<file path="config.mk">
export PLATFORM = sky130hd
export DESIGN_NAME = crc_link_top
export DESIGN_NICKNAME = d
export VERILOG_FILES = /design/src/design/crc_pkg.sv /design/src/design/byte_stream_if.sv /design/src/design/crc16_engine.sv /design/src/design/crc_tx_framer.sv /design/src/design/link_fault_injector.sv /design/src/design/crc_rx_checker.sv /design/src/design/crc_link_regs.sv /design/src/design/crc_link_top.sv
export VERILOG_INCLUDE_DIRS = /design/src /design/src/design
export SDC_FILE = /design/constraint.sdc
export NUM_CORES = 1
export LEC_CHECK = 0
export ABC_AREA = 1
export ABC_CLOCK_PERIOD_IN_PS = 5300
export BUFFER_PORTS_ARGS = -buffer_cell sky130_fd_sc_hd__buf_2
export CAP_MARGIN = 20
export CORE_MARGIN = 1
export CORE_UTILIZATION = 50
export CTS_CLUSTER_DIAMETER = 80
export CTS_CLUSTER_SIZE = 25
export DETAILED_ROUTE_END_ITERATION = 10
export PLACE_DENSITY = 0.69
export SLEW_MARGIN = 5
export SYNTH_ARGS = -nofsm -noshare
export SYNTH_HDL_FRONTEND = slang
export SYNTH_HIERARCHICAL = 1
export SYNTH_SLANG_ARGS = --single-unit
</file>
<file path="constraint.sdc">
create_clock -name clk -period 5.3 [get_ports clk]
set_input_delay 0.795 -clock clk [delete_from_list [all_inputs] [get_ports clk]]
set_output_delay 0.795 -clock clk [all_outputs]
set_load 0.02 [all_outputs]
</file>
<file path="src/design/crc_defines.svh">
// CRC-16 constants and register map; polynomial is fixed, addresses assume a 3-bit register port
`ifndef CRC_DEFINES_SVH
`define CRC_DEFINES_SVH

// generator polynomial in MSB-first form
`define CRC_POLY 16'h8005
`define CRC_W 16

// frame counters saturate at all ones
`define CNT_W 16

`define REG_CTRL     3'd0
`define REG_INJ_IDX  3'd1
`define REG_INJ_MASK 3'd2
`define REG_GOOD_CNT 3'd3
`define REG_BAD_CNT  3'd4

`endif

</file>
<file path="src/design/crc_pkg.sv">
// shared link types; CRC width comes from crc_defines.svh and must stay a multiple of 8
`include "crc_defines.svh"

package crc_pkg;

    typedef logic [7:0] byte_t;

    typedef logic [`CRC_W-1:0] crc_t;

    // fault injection setup whose index counts payload and CRC bytes from 0
    typedef struct packed {
        logic       enable;
        logic [7:0] index;
        byte_t      mask;
    } inj_cfg_t;

    // one result per received frame
    typedef struct packed {
        logic crc_ok;
        crc_t calc_crc;
        crc_t rx_crc;
    } frame_status_t;

endpackage

</file>
<file path="src/design/byte_stream_if.sv">
// valid/ready stream; source holds valid, data and last stable until ready is seen
`timescale 1ns/1ns

interface byte_stream_if #(
    parameter type T = logic [7:0]
);
    logic valid;
    logic ready;
    logic last;
    T     data;

    modport src (
        output valid, data, last,
        input  ready
    );

    modport dst (
        input  valid, data, last,
        output ready
    );

endinterface

</file>
<file path="src/design/crc16_engine.sv">
// byte-per-cycle CRC-16, init 0, no final XOR, bits of each byte taken LSB first; clear wins over feed
`timescale 1ns/1ns
`include "crc_defines.svh"

module crc16_engine import crc_pkg::*; (
    input  logic  clk,
    input  logic  rst_n,
    input  logic  clear,
    input  logic  feed,
    input  byte_t data,
    output crc_t  crc
);

    crc_t       crc_q;
    crc_t       crc_mid;
    crc_t       crc_nxt;
    crc_t       nib_lut [16];
    logic [3:0] idx_lo;
    logic [3:0] idx_hi;

    // remainder of a nibble placed at the top of the register and shifted out bit by bit
    function automatic crc_t nib_entry(input logic [3:0] k);
        crc_t c;
        c = {k, {(`CRC_W-4){1'b0}}};
        for (int i = 0; i < 4; i++) begin
            if (c[`CRC_W-1]) begin
                c = {c[`CRC_W-2:0], 1'b0} ^ `CRC_POLY;
            end else begin
                c = {c[`CRC_W-2:0], 1'b0};
            end
        end
        return c;
    endfunction

    // bit 0 of the byte enters first, so it meets the register MSB
    function automatic logic [3:0] nib_rev(input logic [3:0] n);
        return {n[0], n[1], n[2], n[3]};
    endfunction

    for (genvar k = 0; k < 16; k++) begin : g_lut
        assign nib_lut[k] = nib_entry(4'(k));
    end

    always_comb begin
        // low nibble then high nibble in the same cycle
        idx_lo  = crc_q[`CRC_W-1 -: 4] ^ nib_rev(data[3:0]);
        crc_mid = {crc_q[`CRC_W-5:0], 4'b0000} ^ nib_lut[idx_lo];
        idx_hi  = crc_mid[`CRC_W-1 -: 4] ^ nib_rev(data[7:4]);
        crc_nxt = {crc_mid[`CRC_W-5:0], 4'b0000} ^ nib_lut[idx_hi];
    end

    always_ff @(posedge clk or negedge rst_n) begin
        if (!rst_n) begin
            crc_q <= '0;
        end else if (clear) begin
            crc_q <= '0;
        end else if (feed) begin
            crc_q <= crc_nxt;
        end
    end

    assign crc = crc_q;

endmodule

</file>
<file path="src/design/crc_tx_framer.sv">
// appends CRC high then low byte to each frame; payload passes through combinationally
`timescale 1ns/1ns

module crc_tx_framer import crc_pkg::*; (
    input  logic          clk,
    input  logic          rst_n,
    input  logic          in_valid,
    output logic          in_ready,
    input  byte_t         in_data,
    input  logic          in_last,
    byte_stream_if.src    out
);

    typedef enum logic [1:0] {
        S_PAYLOAD,
        S_CRC_HI,
        S_CRC_LO
    } state_t;

    state_t state_q;
    logic   active_q;
    logic   pay_fire;
    logic   out_fire;
    crc_t   crc;

    // holds the input closed during reset and for the first edge after it
    always_ff @(posedge clk or negedge rst_n) begin
        if (!rst_n) begin
            active_q <= 1'b0;
        end else begin
            active_q <= 1'b1;
        end
    end

    always_comb begin
        in_ready  = 1'b0;
        out.valid = 1'b1;
        out.data  = in_data;
        out.last  = 1'b0;
        case (state_q)
            S_PAYLOAD: begin
                in_ready  = active_q && out.ready;
                out.valid = active_q && in_valid;
            end
            S_CRC_HI: out.data = crc[15:8];
            default: begin
                out.data = crc[7:0];
                out.last = 1'b1;
            end
        endcase
    end

    assign out_fire = out.valid && out.ready;
    assign pay_fire = out_fire && (state_q == S_PAYLOAD);

    always_ff @(posedge clk or negedge rst_n) begin
        if (!rst_n) begin
            state_q <= S_PAYLOAD;
        end else if (out_fire) begin
            case (state_q)
                S_PAYLOAD: if (in_last) state_q <= S_CRC_HI;
                S_CRC_HI:  state_q <= S_CRC_LO;
                default:   state_q <= S_PAYLOAD;
            endcase
        end
    end

    // crc stays frozen across both trailer beats
    crc16_engine u_engine (
        .clk   (clk),
        .rst_n (rst_n),
        .clear (out_fire && (state_q == S_CRC_LO)),
        .feed  (pay_fire),
        .data  (in_data),
        .crc   (crc)
    );

endmodule

</file>
<file path="src/design/link_fault_injector.sv">
// one-deep pipeline register; position counter saturates at 255 so long frames never hit a small index twice
`timescale 1ns/1ns

module link_fault_injector import crc_pkg::*; (
    input  logic       clk,
    input  logic       rst_n,
    input  inj_cfg_t   cfg,
    byte_stream_if.dst in,
    byte_stream_if.src out
);

    logic       valid_q;
    logic       last_q;
    byte_t      data_q;
    logic [7:0] pos_q;
    logic       in_fire;
    logic       hit;

    // take a new beat when empty or when the held one leaves
    assign in.ready = !valid_q || out.ready;
    assign in_fire  = in.valid && in.ready;
    assign hit      = cfg.enable && (pos_q == cfg.index);

    always_ff @(posedge clk or negedge rst_n) begin
        if (!rst_n) begin
            valid_q <= 1'b0;
            pos_q   <= '0;
        end else begin
            if (in_fire) begin
                valid_q <= 1'b1;
                if (in.last) begin
                    pos_q <= '0;
                end else if (pos_q != 8'hff) begin
                    pos_q <= pos_q + 8'd1;
                end
            end else if (out.ready) begin
                valid_q <= 1'b0;
            end
        end
    end

    always_ff @(posedge clk) begin
        if (in_fire) begin
            data_q <= hit ? (in.data ^ cfg.mask) : in.data;
            last_q <= in.last;
        end
    end

    assign out.valid = valid_q;
    assign out.data  = data_q;
    assign out.last  = last_q;

endmodule

</file>
<file path="src/design/crc_rx_checker.sv">
// last two bytes of a frame are taken as the CRC, high byte first; input stalls while a status waits
`timescale 1ns/1ns

module crc_rx_checker import crc_pkg::*; (
    input  logic          clk,
    input  logic          rst_n,
    byte_stream_if.dst    in,
    output logic          status_valid,
    input  logic          status_ready,
    output frame_status_t status,
    output logic          frame_done
);

    byte_t      hold0_q;
    byte_t      hold1_q;
    logic [1:0] held_q;
    logic       pend_q;
    logic       short_q;
    crc_t       rx_crc_q;
    crc_t       calc_crc;
    logic       in_fire;
    logic       done;

    assign in.ready = !pend_q;
    assign in_fire  = in.valid && in.ready;
    assign done     = pend_q && status_ready;

    always_ff @(posedge clk or negedge rst_n) begin
        if (!rst_n) begin
            held_q  <= '0;
            pend_q  <= 1'b0;
            short_q <= 1'b0;
        end else begin
            if (in_fire) begin
                if (in.last) begin
                    held_q  <= '0;
                    pend_q  <= 1'b1;
                    short_q <= (held_q != 2'd2);
                end else if (held_q != 2'd2) begin
                    held_q <= held_q + 2'd1;
                end
            end else if (done) begin
                pend_q <= 1'b0;
            end
        end
    end

    // hold1 is the older byte of the two-byte delay line
    always_ff @(posedge clk) begin
        if (in_fire) begin
            hold0_q <= in.data;
            hold1_q <= hold0_q;
            if (in.last) begin
                rx_crc_q <= {hold0_q, in.data};
            end
        end
    end

    // a byte enters the engine only once two more have followed it
    crc16_engine u_engine (
        .clk   (clk),
        .rst_n (rst_n),
        .clear (done),
        .feed  (in_fire && (held_q == 2'd2)),
        .data  (hold1_q),
        .crc   (calc_crc)
    );

    assign status_valid    = pend_q;
    assign status.calc_crc = calc_crc;
    assign status.rx_crc   = rx_crc_q;
    assign status.crc_ok   = !short_q && (calc_crc == rx_crc_q);
    assign frame_done      = done;

endmodule

</file>
<file path="src/design/crc_link_regs.sv">
// simple write/read port, combinational readback; counters are read-only and saturate
`timescale 1ns/1ns
`include "crc_defines.svh"

module crc_link_regs import crc_pkg::*; (
    input  logic             clk,
    input  logic             rst_n,
    input  logic             reg_we,
    input  logic [2:0]       reg_addr,
    input  logic [`CNT_W-1:0] reg_wdata,
    output logic [`CNT_W-1:0] reg_rdata,
    output inj_cfg_t         cfg,
    input  logic             frame_done,
    input  logic             frame_ok
);

    logic             enable_q;
    logic [7:0]       index_q;
    byte_t            mask_q;
    logic [`CNT_W-1:0] good_q;
    logic [`CNT_W-1:0] bad_q;

    always_ff @(posedge clk or negedge rst_n) begin
        if (!rst_n) begin
            enable_q <= 1'b0;
            index_q  <= '0;
            mask_q   <= '0;
            good_q   <= '0;
            bad_q    <= '0;
        end else begin
            if (reg_we) begin
                case (reg_addr)
                    `REG_CTRL:     enable_q <= reg_wdata[0];
                    `REG_INJ_IDX:  index_q  <= reg_wdata[7:0];
                    `REG_INJ_MASK: mask_q   <= reg_wdata[7:0];
                    default: ;
                endcase
            end
            // one update per consumed status
            if (frame_done) begin
                if (frame_ok && (good_q != '1)) begin
                    good_q <= good_q + 1'b1;
                end else if (!frame_ok && (bad_q != '1)) begin
                    bad_q <= bad_q + 1'b1;
                end
            end
        end
    end

    always_comb begin
        case (reg_addr)
            `REG_CTRL:     reg_rdata = {{(`CNT_W-1){1'b0}}, enable_q};
            `REG_INJ_IDX:  reg_rdata = {{(`CNT_W-8){1'b0}}, index_q};
            `REG_INJ_MASK: reg_rdata = {{(`CNT_W-8){1'b0}}, mask_q};
            `REG_GOOD_CNT: reg_rdata = good_q;
            `REG_BAD_CNT:  reg_rdata = bad_q;
            default:       reg_rdata = '0;
        endcase
    end

    assign cfg.enable = enable_q;
    assign cfg.index  = index_q;
    assign cfg.mask   = mask_q;

endmodule

</file>
<file path="src/design/crc_link_top.sv">
// link self-test top; injection happens after the TX CRC so corrupted frames are caught at RX
`timescale 1ns/1ns
`include "crc_defines.svh"

module crc_link_top import crc_pkg::*; (
    input  logic             clk,
    input  logic             rst_n,
    input  logic             in_valid,
    output logic             in_ready,
    input  byte_t            in_data,
    input  logic             in_last,
    output logic             status_valid,
    input  logic             status_ready,
    output logic             status_crc_ok,
    output crc_t             status_calc_crc,
    output crc_t             status_rx_crc,
    input  logic             reg_we,
    input  logic [2:0]       reg_addr,
    input  logic [`CNT_W-1:0] reg_wdata,
    output logic [`CNT_W-1:0] reg_rdata
);

    inj_cfg_t      cfg;
    frame_status_t status;
    logic          frame_done;

    byte_stream_if #(.T(byte_t)) tx_link ();
    byte_stream_if #(.T(byte_t)) rx_link ();

    crc_tx_framer u_framer (
        .clk      (clk),
        .rst_n    (rst_n),
        .in_valid (in_valid),
        .in_ready (in_ready),
        .in_data  (in_data),
        .in_last  (in_last),
        .out      (tx_link.src)
    );

    link_fault_injector u_injector (
        .clk   (clk),
        .rst_n (rst_n),
        .cfg   (cfg),
        .in    (tx_link.dst),
        .out   (rx_link.src)
    );

    crc_rx_checker u_checker (
        .clk          (clk),
        .rst_n        (rst_n),
        .in           (rx_link.dst),
        .status_valid (status_valid),
        .status_ready (status_ready),
        .status       (status),
        .frame_done   (frame_done)
    );

    crc_link_regs u_regs (
        .clk        (clk),
        .rst_n      (rst_n),
        .reg_we     (reg_we),
        .reg_addr   (reg_addr),
        .reg_wdata  (reg_wdata),
        .reg_rdata  (reg_rdata),
        .cfg        (cfg),
        .frame_done (frame_done),
        .frame_ok   (status.crc_ok)
    );

    assign status_crc_ok   = status.crc_ok;
    assign status_calc_crc = status.calc_crc;
    assign status_rx_crc   = status.rx_crc;

endmodule

</file>
==> impl_metrics.ini, run 1 <==
[timing]
skew_ns = 0.00674
max_freq_mhz = 344
tightest_slew_ns = 0.705
hold_violations = 0
relSlewSlack = 0.530
fin_crit_ns = 2.91
setup_tns_ns = 0
grt_setup_unrepaired = no
maxSlewViolCount = 0
min_period_over_period = 0.548
setup_viol = 0

[place]
hpwl_um = 14300
place_area_mm2 = 0.00854
placedCellCount = 1319
gp_congestion = 0.920
portBuffers = 75

[logic_synthesis]
synth_top_area_cell = dfrtp_1
synth-edff-count = 41
yosysMostFrequentCell = nand2_1
synth_common_cells = 389 x nand2_1, 117 x inv_1, 97 x dfrtp_1, 73 x nand3_1, 62 x nor2_1
synth_top_cell_area_share = 0.304
synth_area_leaders = dfrtp_1 30%, nand2_1 18%, edfxtp_1 15%
ys_warn_count = 6
ys_ff_latch = 138
synth_area_per_cell_um2 = 7.63
syn_inst = 1047
synthesis.area_mm2 = 0.00799
synth.distinct_cells = 37
async_reset_ff_frac = 0.703
synth_seq_area_share = 0.458
synth_ff_type = dfrtp_1
syn-num-nets = 1084

[drt]
num_vias = 6962
wl_per_cell_um = 14.1
wl_um = 19000
drc = 0
antenna_left = 0
routed_via_density = 5.15
drt_iter0_drc = 592
drtPass1Iterations = 5

[clock_network]
cts_tree = done
numCtsBuffers = 17
hold_buffers = 0
worstSkewPairLatency_ns = 0.43
cts.sinks = 138
cts_setup_buffers = 0
cts_resized = 0
cts.clk_slew.worst_paths_ns = 0.06
cts_root_buf = clkbuf_16
clockBufferDepth = 2
htree_levels = 4

[floorplan]
die_x_um = 128
die_y_um = 128
dieArea_mm2 = 0.0165
coreArea_mm2 = 0.0154
start_util = 0.518
io_pins = 84
rows = 45

[finish]
regArea_mm2 = 0.00366
antenna-diode-count = 0
finalInstanceArea_mm2 = 0.00910
nets = 1165
syn_to_final_growth_pct = 13.8
n_fill_cell = 1474
final_cells = 1352
multi_input_area_mm2 = 0.00369
drive_above_1_share = 0.171

[setup_path]
critical-path-slowest-cell = nand2_1
crit_required_ns = 4.51
startpoint_type = primary input
cp_cell_sequence = buf_2 -> nor2_2 -> nand2_1 -> o22ai_1 -> inv_1 -> nand4_1 -> buf_2
crit_fanout = 13
crit_path_frequent_cell = buf_2
worst_setup_path_end_kind = output pin
critPathMaxStageDelay_ns = 0.32
critPathKind = primary input to output pin
worstPathArrival_ns = 2.11

[run]
max_cap_viol_count = 0

[grt]
gr-max-usage-layer = met2
overflow = 0
antenna_found_initial = 0
gr-usage-met1 = 0.336
grt_pass1_vias = 6283
grt_use_met3 = 0.0466
grt_first_pass_wirelength_um = 30700
grt_use_total = 0.243
grt_max_degree = 55
use_met2 = 0.385

[outcome]
outcome = complete, no violations

[power]
p_total_mw = 4.40
vdd_drop_max_v = 0.000306
power.density_mw_per_mm2 = 483
power.leakage_nw = 4.45

[worst_hold_path]
hp-class = primary input to async pin
==> flip-flops by register name (all words and copies together) (netlist names), 16 cells and up <==
signal	flops
u_checker/rx_crc_q	16
u_framer/u_engine/crc	16
u_regs/bad_q	16
u_checker/u_engine/crc	16
u_regs/good_q	16
==> cell usage in the layout (no fill, tap or decap), drive strengths merged <==
cell type and n:
xor2 27, bufinv 1, xnor2 21, nand4 14, nand2 421, nor3b 1, nor3 3, edfxtp 41
clkbuf 21, clkinv 6, buf 79, dfrtp 97, clkinvlp 4, o221ai 1, o21ai 69, conb 1
inv 138, nand3 82, o21bai 1, o2111ai 4, ha 4, nor2 77, or2 2, a21oi 5
o31ai 1, o22ai 20
==> metal layers <==
layer  vias up  wire length, um
li1       3486                -
met1      3246             8930
met2       197             8680
met3        33             1040
met4         0              376
met5         -                0
==> path summary, 6_finish.rpt <==
check	start	to	slack, ns	depth (start not counted)
max in group asynchronous	rst_n	u_regs/good_q[9]	3.81	2
min in group clk	u_injector/out.data[0]	u_checker/rx_crc_q[0]	0.45	0
hold / removal	rst_n	u_checker/u_engine/crc[13]	0.37	1
hold reg to reg	u_injector/out.data[0]	u_checker/rx_crc_q[0]	0.45	0
setup / recovery	reg_addr[1]	reg_rdata[0]	2.39	7
setup reg to reg	u_framer/state_q[1]	u_framer/u_engine/crc[4]	2.84	9
==> worst max-delay path, delay by kind of cell <==
family / cells / cell delay, ns
and+or+nand+nor: 3 / 0.64
buffers and inverters: 3 / 0.41
AOI/OAI and AO/OA: 1 / 0.27
==> logic make-up (layout without fill, tap and decap cells) <==
logic type,count (synthesis),after routing,synth area share
xor gates and xnor gates,48,48,0.0573
other,1,1,0.000469
adders and majority gates,4,4,0.00626
AOI/OAI and AO/OA,101,101,0.0704
DFF,138,138,0.458
and+or+nand+nor,600,600,0.328
buffers and inverters,155,249,0.0800
==> stage by stage <==
stage	util	setup WS (ns)	hold slack [ns]
2_1_floorplan	-	2.67	0.421
3_3_place_gp	0.553	2.45	0.425
3_5_place_dp	0.553	2.43	0.435
4_1_cts	0.589	2.43	0.380
5_1_grt	0.590	2.29	0.401
6_report	0.590	2.39	0.368
==> layout make-up <==
type                    count  share of cell area
multi-input cells         754               0.406
flip-flops and latches    138               0.402
inverters                 138              0.0572
clock buffers              21              0.0495
repair buffers             79              0.0448
well taps                 211              0.0290
clock inverters            11              0.0110
==> report_power, final <==
group	leakage, nW	switching, mW	internal, mW	total, mW
logic	2.54	1.01	0.545	1.55
registers	1.65	0.305	1.43	1.73
clock network	0.261	0.455	0.656	1.11
total	4.45	1.77	2.63	4.39
(Power assumes the default switching activity.)
==> run 2, diff against run 1 <==
--- a/config.mk
+++ b/config.mk
@@ -7,7 +7,7 @@
 export NUM_CORES = 1
 export LEC_CHECK = 0
 export ABC_AREA = 1
-export ABC_CLOCK_PERIOD_IN_PS = 5300
+export ABC_CLOCK_PERIOD_IN_PS = 2400
 export BUFFER_PORTS_ARGS = -buffer_cell sky130_fd_sc_hd__buf_2
 export CAP_MARGIN = 20
 export CORE_MARGIN = 1
@@ -15,7 +15,7 @@
 export CTS_CLUSTER_DIAMETER = 80
 export CTS_CLUSTER_SIZE = 25
 export DETAILED_ROUTE_END_ITERATION = 10
-export PLACE_DENSITY = 0.69
+export PLACE_DENSITY = 0.72
 export SLEW_MARGIN = 5
 export SYNTH_ARGS = -nofsm -noshare
 export SYNTH_HDL_FRONTEND = slang
==> constraint.sdc (replaced) <==
create_clock -name clk -period 2.4 [get_ports clk]
set_input_delay 0.36 -clock clk [delete_from_list [all_inputs] [get_ports clk]]
set_output_delay 0.36 -clock clk [all_outputs]
set_load 0.02 [all_outputs]
==> run 2 against run 1 <==
Effect of this change:
- the run now ends with hold timing left
- total power up 120%
- global-route usage grew 0.30 points
- largest power group unchanged
- register-to-register slack worse by 2.5 ns
- utilization increased by 0.35 points
- via count grew 0.63%
- clock power rose by 120%
- hold slack got worse by 0.41 ns
- sequential share of layout area decreased by 0.24 points
==> impl_metrics.ini, run 2 (same netlist as run 1, synthesis figures left out) <==
[outcome]
outcome = finished, violations left
failed_checks = hold timing

[setup_path]
startpoint_type = register
crit_fanout = 6
critPathKind = register to output pin
r2r_slack_ns = 0.31
worstPathArrival_ns = 1.75
crit_required_ns = 2.04
worst_setup_path_end_kind = output pin

[grt]
grt_max_degree = 98
grt_first_pass_wirelength_um = 31500
grt_use_total = 0.246
grt_pass1_vias = 6491
antenna_found_initial = 0
overflow = 0

[floorplan]
dieArea_mm2 = 0.0165
die_x_um = 128
start_util = 0.518
die_y_um = 128
coreArea_mm2 = 0.0154
rows = 45
io_pins = 84

[finish]
antenna-diode-count = 0
n_fill_cell = 1441
nets = 1170
multi_input_area_mm2 = 0.00369
syn_to_final_growth_pct = 14.5
regArea_mm2 = 0.00366
layout_common_cells = 389 x nand2_1, 117 x inv_1, 97 x dfrtp_1
layout_commonest_cell = nand2_1
drive_above_1_share = 0.176

[timing]
skew_ns = 0.00856
hold_violations = 16
final.setup.worst_slack_ns = 0.289
whs_ns = -0.0384
maxSlewViolCount = 0
fin_crit_ns = 2.11
max_freq_mhz = 474
tightest_slew_ns = 0.604
grt_setup_unrepaired = no
setup_viol = 0
setup_tns_ns = 0
relSlewSlack = 0.597
min_period_over_period = 0.879

[clock_network]
cts.clk_slew.worst_paths_ns = 0.06
numCtsBuffers = 17
cts.sinks = 138
hold_buffers = 0
htree_levels = 4
cts_tree = done
clockBufferDepth = 2
cts_resized = 0
cts_root_buf = clkbuf_16
cts_setup_buffers = 0
worstSkewPairLatency_ns = 0.43

[place]
portBuffers = 75
hpwl_um = 14000
gp_congestion = 0.871
dp_slack_ns = 0.330

[drt]
drt_iter0_drc = 600
drtPass1Iterations = 5
wl_um = 19000
drc = 0
wl_per_cell_um = 14.0
antenna_left = 0
routed_via_density = 5.16
num_vias = 7006

[power]
power.leakage_nw = 4.49
power.density_mw_per_mm2 = 1070
vdd_drop_max_v = 0.000610

[run]
max_cap_viol_count = 0

[worst_hold_path]
hp-class = primary input to async pin
-- run 2: where the power goes --
part           total (mW)  internal (mW)  switching (mW)
combinational        3.52           1.23            2.28
sequential           3.81           3.15           0.663
clock                2.46           1.36            1.10
total                9.79           5.74            4.05
-- run 2: per-stage QoR --
stage / util / hold WS (ns) / instance area (um^2) / power [mW] / std cells
finish: 0.593 / -0.0384 / 9150 / 9.79 / 1357
global route: 0.593 / 0.00422 / 9150 / 10.5 / 1357
CTS: 0.593 / 0.00804 / 9150 / 9.81 / 1357
detailed placement: 0.557 / 0.430 / 8600 / 7.33 / 1325
global placement: 0.557 / 0.428 / 8600 / 7.20 / 1325
floorplan: - / 0.0644 / 7990 / 6.37 / 1047
-- run 2: routing by layer --
| layer | share of wire | global-route usage | vias to the layer above |
|---|---|---|---|
| li1 | - | - | 3501 |
| met1 | 0.44 | 0.331 | 3248 |
| met2 | 0.47 | 0.393 | 226 |
| met3 | 0.067 | 0.0499 | 31 |
| met4 | 0.018 | 0.0907 | 0 |
| met5 | 0 | 0 | - |
-- run 2: final cells by class --
type                    count  area share
clock buffers              17      0.0465
clock inverters            15      0.0141
inverters                 138      0.0569
repair buffers             84      0.0500
multi-input cells         754       0.404
well taps                 211      0.0289
flip-flops and latches    138       0.400
-- run 2: path summary, 6_finish.rpt --
kind | startpoint | end | cells after the start
worst min register to register | u_injector/out.data[6] | u_checker/hold0_q[6] | 0
worst max-delay path | u_checker/u_engine/crc[12] | status_crc_ok | 9
min in group clk | status_ready | u_checker/status_valid | 2
worst max register to register | u_checker/status_valid | u_framer/u_engine/crc[5] | 8
max in group asynchronous | rst_n | u_regs/good_q[5] | 2
worst min-delay path | rst_n | u_checker/u_engine/crc[5] | 2
-- run 2: critical path: stages (launching register included) --
cell     delay (ns)
dfrtp_1        0.44
inv_1          0.06
nand2_1        0.05
nand2_1        0.05
nor2_1         0.15
nand2_1        0.08
nor2_2         0.08
nand2_1        0.06
nor2_2         0.14
buf_2          0.20
==> run 3, diff against run 2 <==
--- a/config.mk
+++ b/config.mk
@@ -7,7 +7,7 @@
 export NUM_CORES = 1
 export LEC_CHECK = 0
 export ABC_AREA = 1
-export ABC_CLOCK_PERIOD_IN_PS = 2400
+export ABC_CLOCK_PERIOD_IN_PS = 1900
 export BUFFER_PORTS_ARGS = -buffer_cell sky130_fd_sc_hd__buf_2
 export CAP_MARGIN = 20
 export CORE_MARGIN = 1
==> constraint.sdc (replaced) <==
create_clock -name clk -period 1.9 [get_ports clk]
set_input_delay 0.285 -clock clk [delete_from_list [all_inputs] [get_ports clk]]
set_output_delay 0.285 -clock clk [all_outputs]
set_load 0.02 [all_outputs]
==> run 3 against run 2 <==
Effect of this change:
- the flow finishes with violations (setup timing)
- global-route usage grew 0.60 points
- total power grew 32%
- largest cell class unchanged
- non-clock buffer count grew 34
- die area stayed put
- via count is 3.0% higher
- sequential cell count unchanged
- hold slack improved by 0.15 ns
==> impl_metrics.ini, run 3 (same netlist as run 1, synthesis figures left out) <==
[outcome]
outcome = finished, violations left
failed_checks = setup timing

[clock_network]
htree_levels = 4
cts_root_buf = clkbuf_16
cts.clk_slew.worst_paths_ns = 0.06
worstSkewPairLatency_ns = 0.43
cts.sinks = 138
clockBufferDepth = 2
cts_tree = done
numCtsBuffers = 17

[timing]
setup_tns_ns = -0.0416
hold_violations = 0
grt_setup_unrepaired = yes
min_period_over_period = 1.02
setup_viol = 1
max_freq_mhz = 515
fin_crit_ns = 1.94
final.setup.worst_slack_ns = -0.0416
maxSlewViolCount = 0
skew_ns = 0.0127
whs_ns = 0.113

[setup_path]
crit_path_frequent_cell = nand2_1
crit_required_ns = 1.62
worst_setup_path_end_kind = output pin
critical-path-slowest-cell = edfxtp_1
crit_fanout = 3
critPathMaxStageDelay_ns = 0.43
cp_cell_sequence = inv_1 -> nand2_1 -> nand2_1 -> nand3_1 -> nor2_2 -> nand2_2 -> nor2_4 -> buf_6
crit_path_start = u_checker/rx_crc_q[14]
r2r-start = u_regs/bad_q[1]
r2r_slack_ns = 0.10
reg2reg_to = u_regs/bad_q[9]
worstPathArrival_ns = 1.66
r2r_cells = 9
startpoint_type = register
critPathKind = register to output pin

[worst_hold_path]
hp-start = reg_wdata[5]
holdPathEnd = u_regs/index_q[5]
holdPathStages = 3
hp-class = primary input to register

[power]
p_total_mw = 12.9
power.density_mw_per_mm2 = 1350
power.leakage_nw = 4.70
vdd_drop_max_v = 0.000905

[drt]
num_vias = 7216
drc = 0
routed_via_density = 5.19
drt_iter0_drc = 663
wl_um = 19900
antenna_left = 0
drtPass1Iterations = 8
wl_per_cell_um = 14.3

[finish]
layout_common_cells = 388 x nand2_1, 114 x inv_1, 96 x dfrtp_1
syn_to_final_growth_pct = 19.2
layout_commonest_cell = nand2_1
regArea_mm2 = 0.00366
nets = 1204
drive_above_1_share = 0.209
multi_input_area_mm2 = 0.00373
antenna-diode-count = 0
fin_util = 0.618
n_fill_cell = 1355

[place]
gp_congestion = 0.874
portBuffers = 75
hpwl_um = 14400

[floorplan]
io_pins = 84
rows = 45
die_y_um = 128
coreArea_mm2 = 0.0154
start_util = 0.518
dieArea_mm2 = 0.0165
die_x_um = 128

[grt]
antenna_found_initial = 0
overflow = 0
grt_first_pass_wirelength_um = 31900
grt_max_degree = 40
grt_pass1_vias = 6463
grt_use_total = 0.252

[run]
max_cap_viol_count = 0
## run 3: what timing repair did
item	4_1_cts	5_1_grt
pin swaps	0	4
hold buffers	1	0
resized for setup	6	10
setup endpoints to repair	16	37
hold endpoints to repair	26	0
buffers inserted	2	4
## run 3: power breakdown
group / leakage (nW) / switching, mW / internal [mW]
clock: 0.285 / 1.37 / 1.95
combinational: 2.77 / 3.08 / 1.75
sequential: 1.65 / 0.756 / 3.98
## run 3: worst max path at each step
stage,to,slack (ns),cells after the start
after floorplan,u_regs/good_q[0],0.04,13
after global placement,u_framer/u_engine/crc[12],-0.007,8
after detailed placement,u_framer/u_engine/crc[4],-0.02,8
after CTS,status_crc_ok,-0.05,8
after global routing,status_crc_ok,-0.17,9
final,status_crc_ok,-0.04,8
## run 3: area by class of cell
class                           instances  share of cell area
Multi-Input combinational cell        754               0.392
Sequential cell                       138               0.384
Timing Repair Buffer                  118              0.0797
Inverter                              138              0.0548
Clock buffer                           17              0.0446
Tap cell                              211              0.0277
Clock inverter                         15              0.0171
## run 3: critical path: cells and delay by family, from the launching register on
kind | cells | cell delay [ns]
simple gates | 6 | 0.58
flops | 1 | 0.43
buf+inv | 2 | 0.21
## run 3: through the flow
| step | std cells | worst slack (ns) | area [um^2] |
|---|---|---|---|
| after floorplan | 1047 | 0.0389 | 8000 |
| after detailed placement | 1352 | -0.0247 | 8830 |
| after global routing | 1391 | -0.172 | 9530 |
| after CTS | 1387 | -0.0532 | 9460 |
| after global placement | 1352 | -0.00714 | 8830 |
| final | 1391 | -0.0416 | 9530 |
## run 3: layer usage
layer | GRT usage | wire length (um) | up-vias
met4 | 0.0872 | 383 | 0
met1 | 0.341 | 8970 | 3353
met3 | 0.0590 | 1350 | 42
li1 | - | - | 3579
met2 | 0.398 | 9170 | 242
met5 | 0 | 0 | -
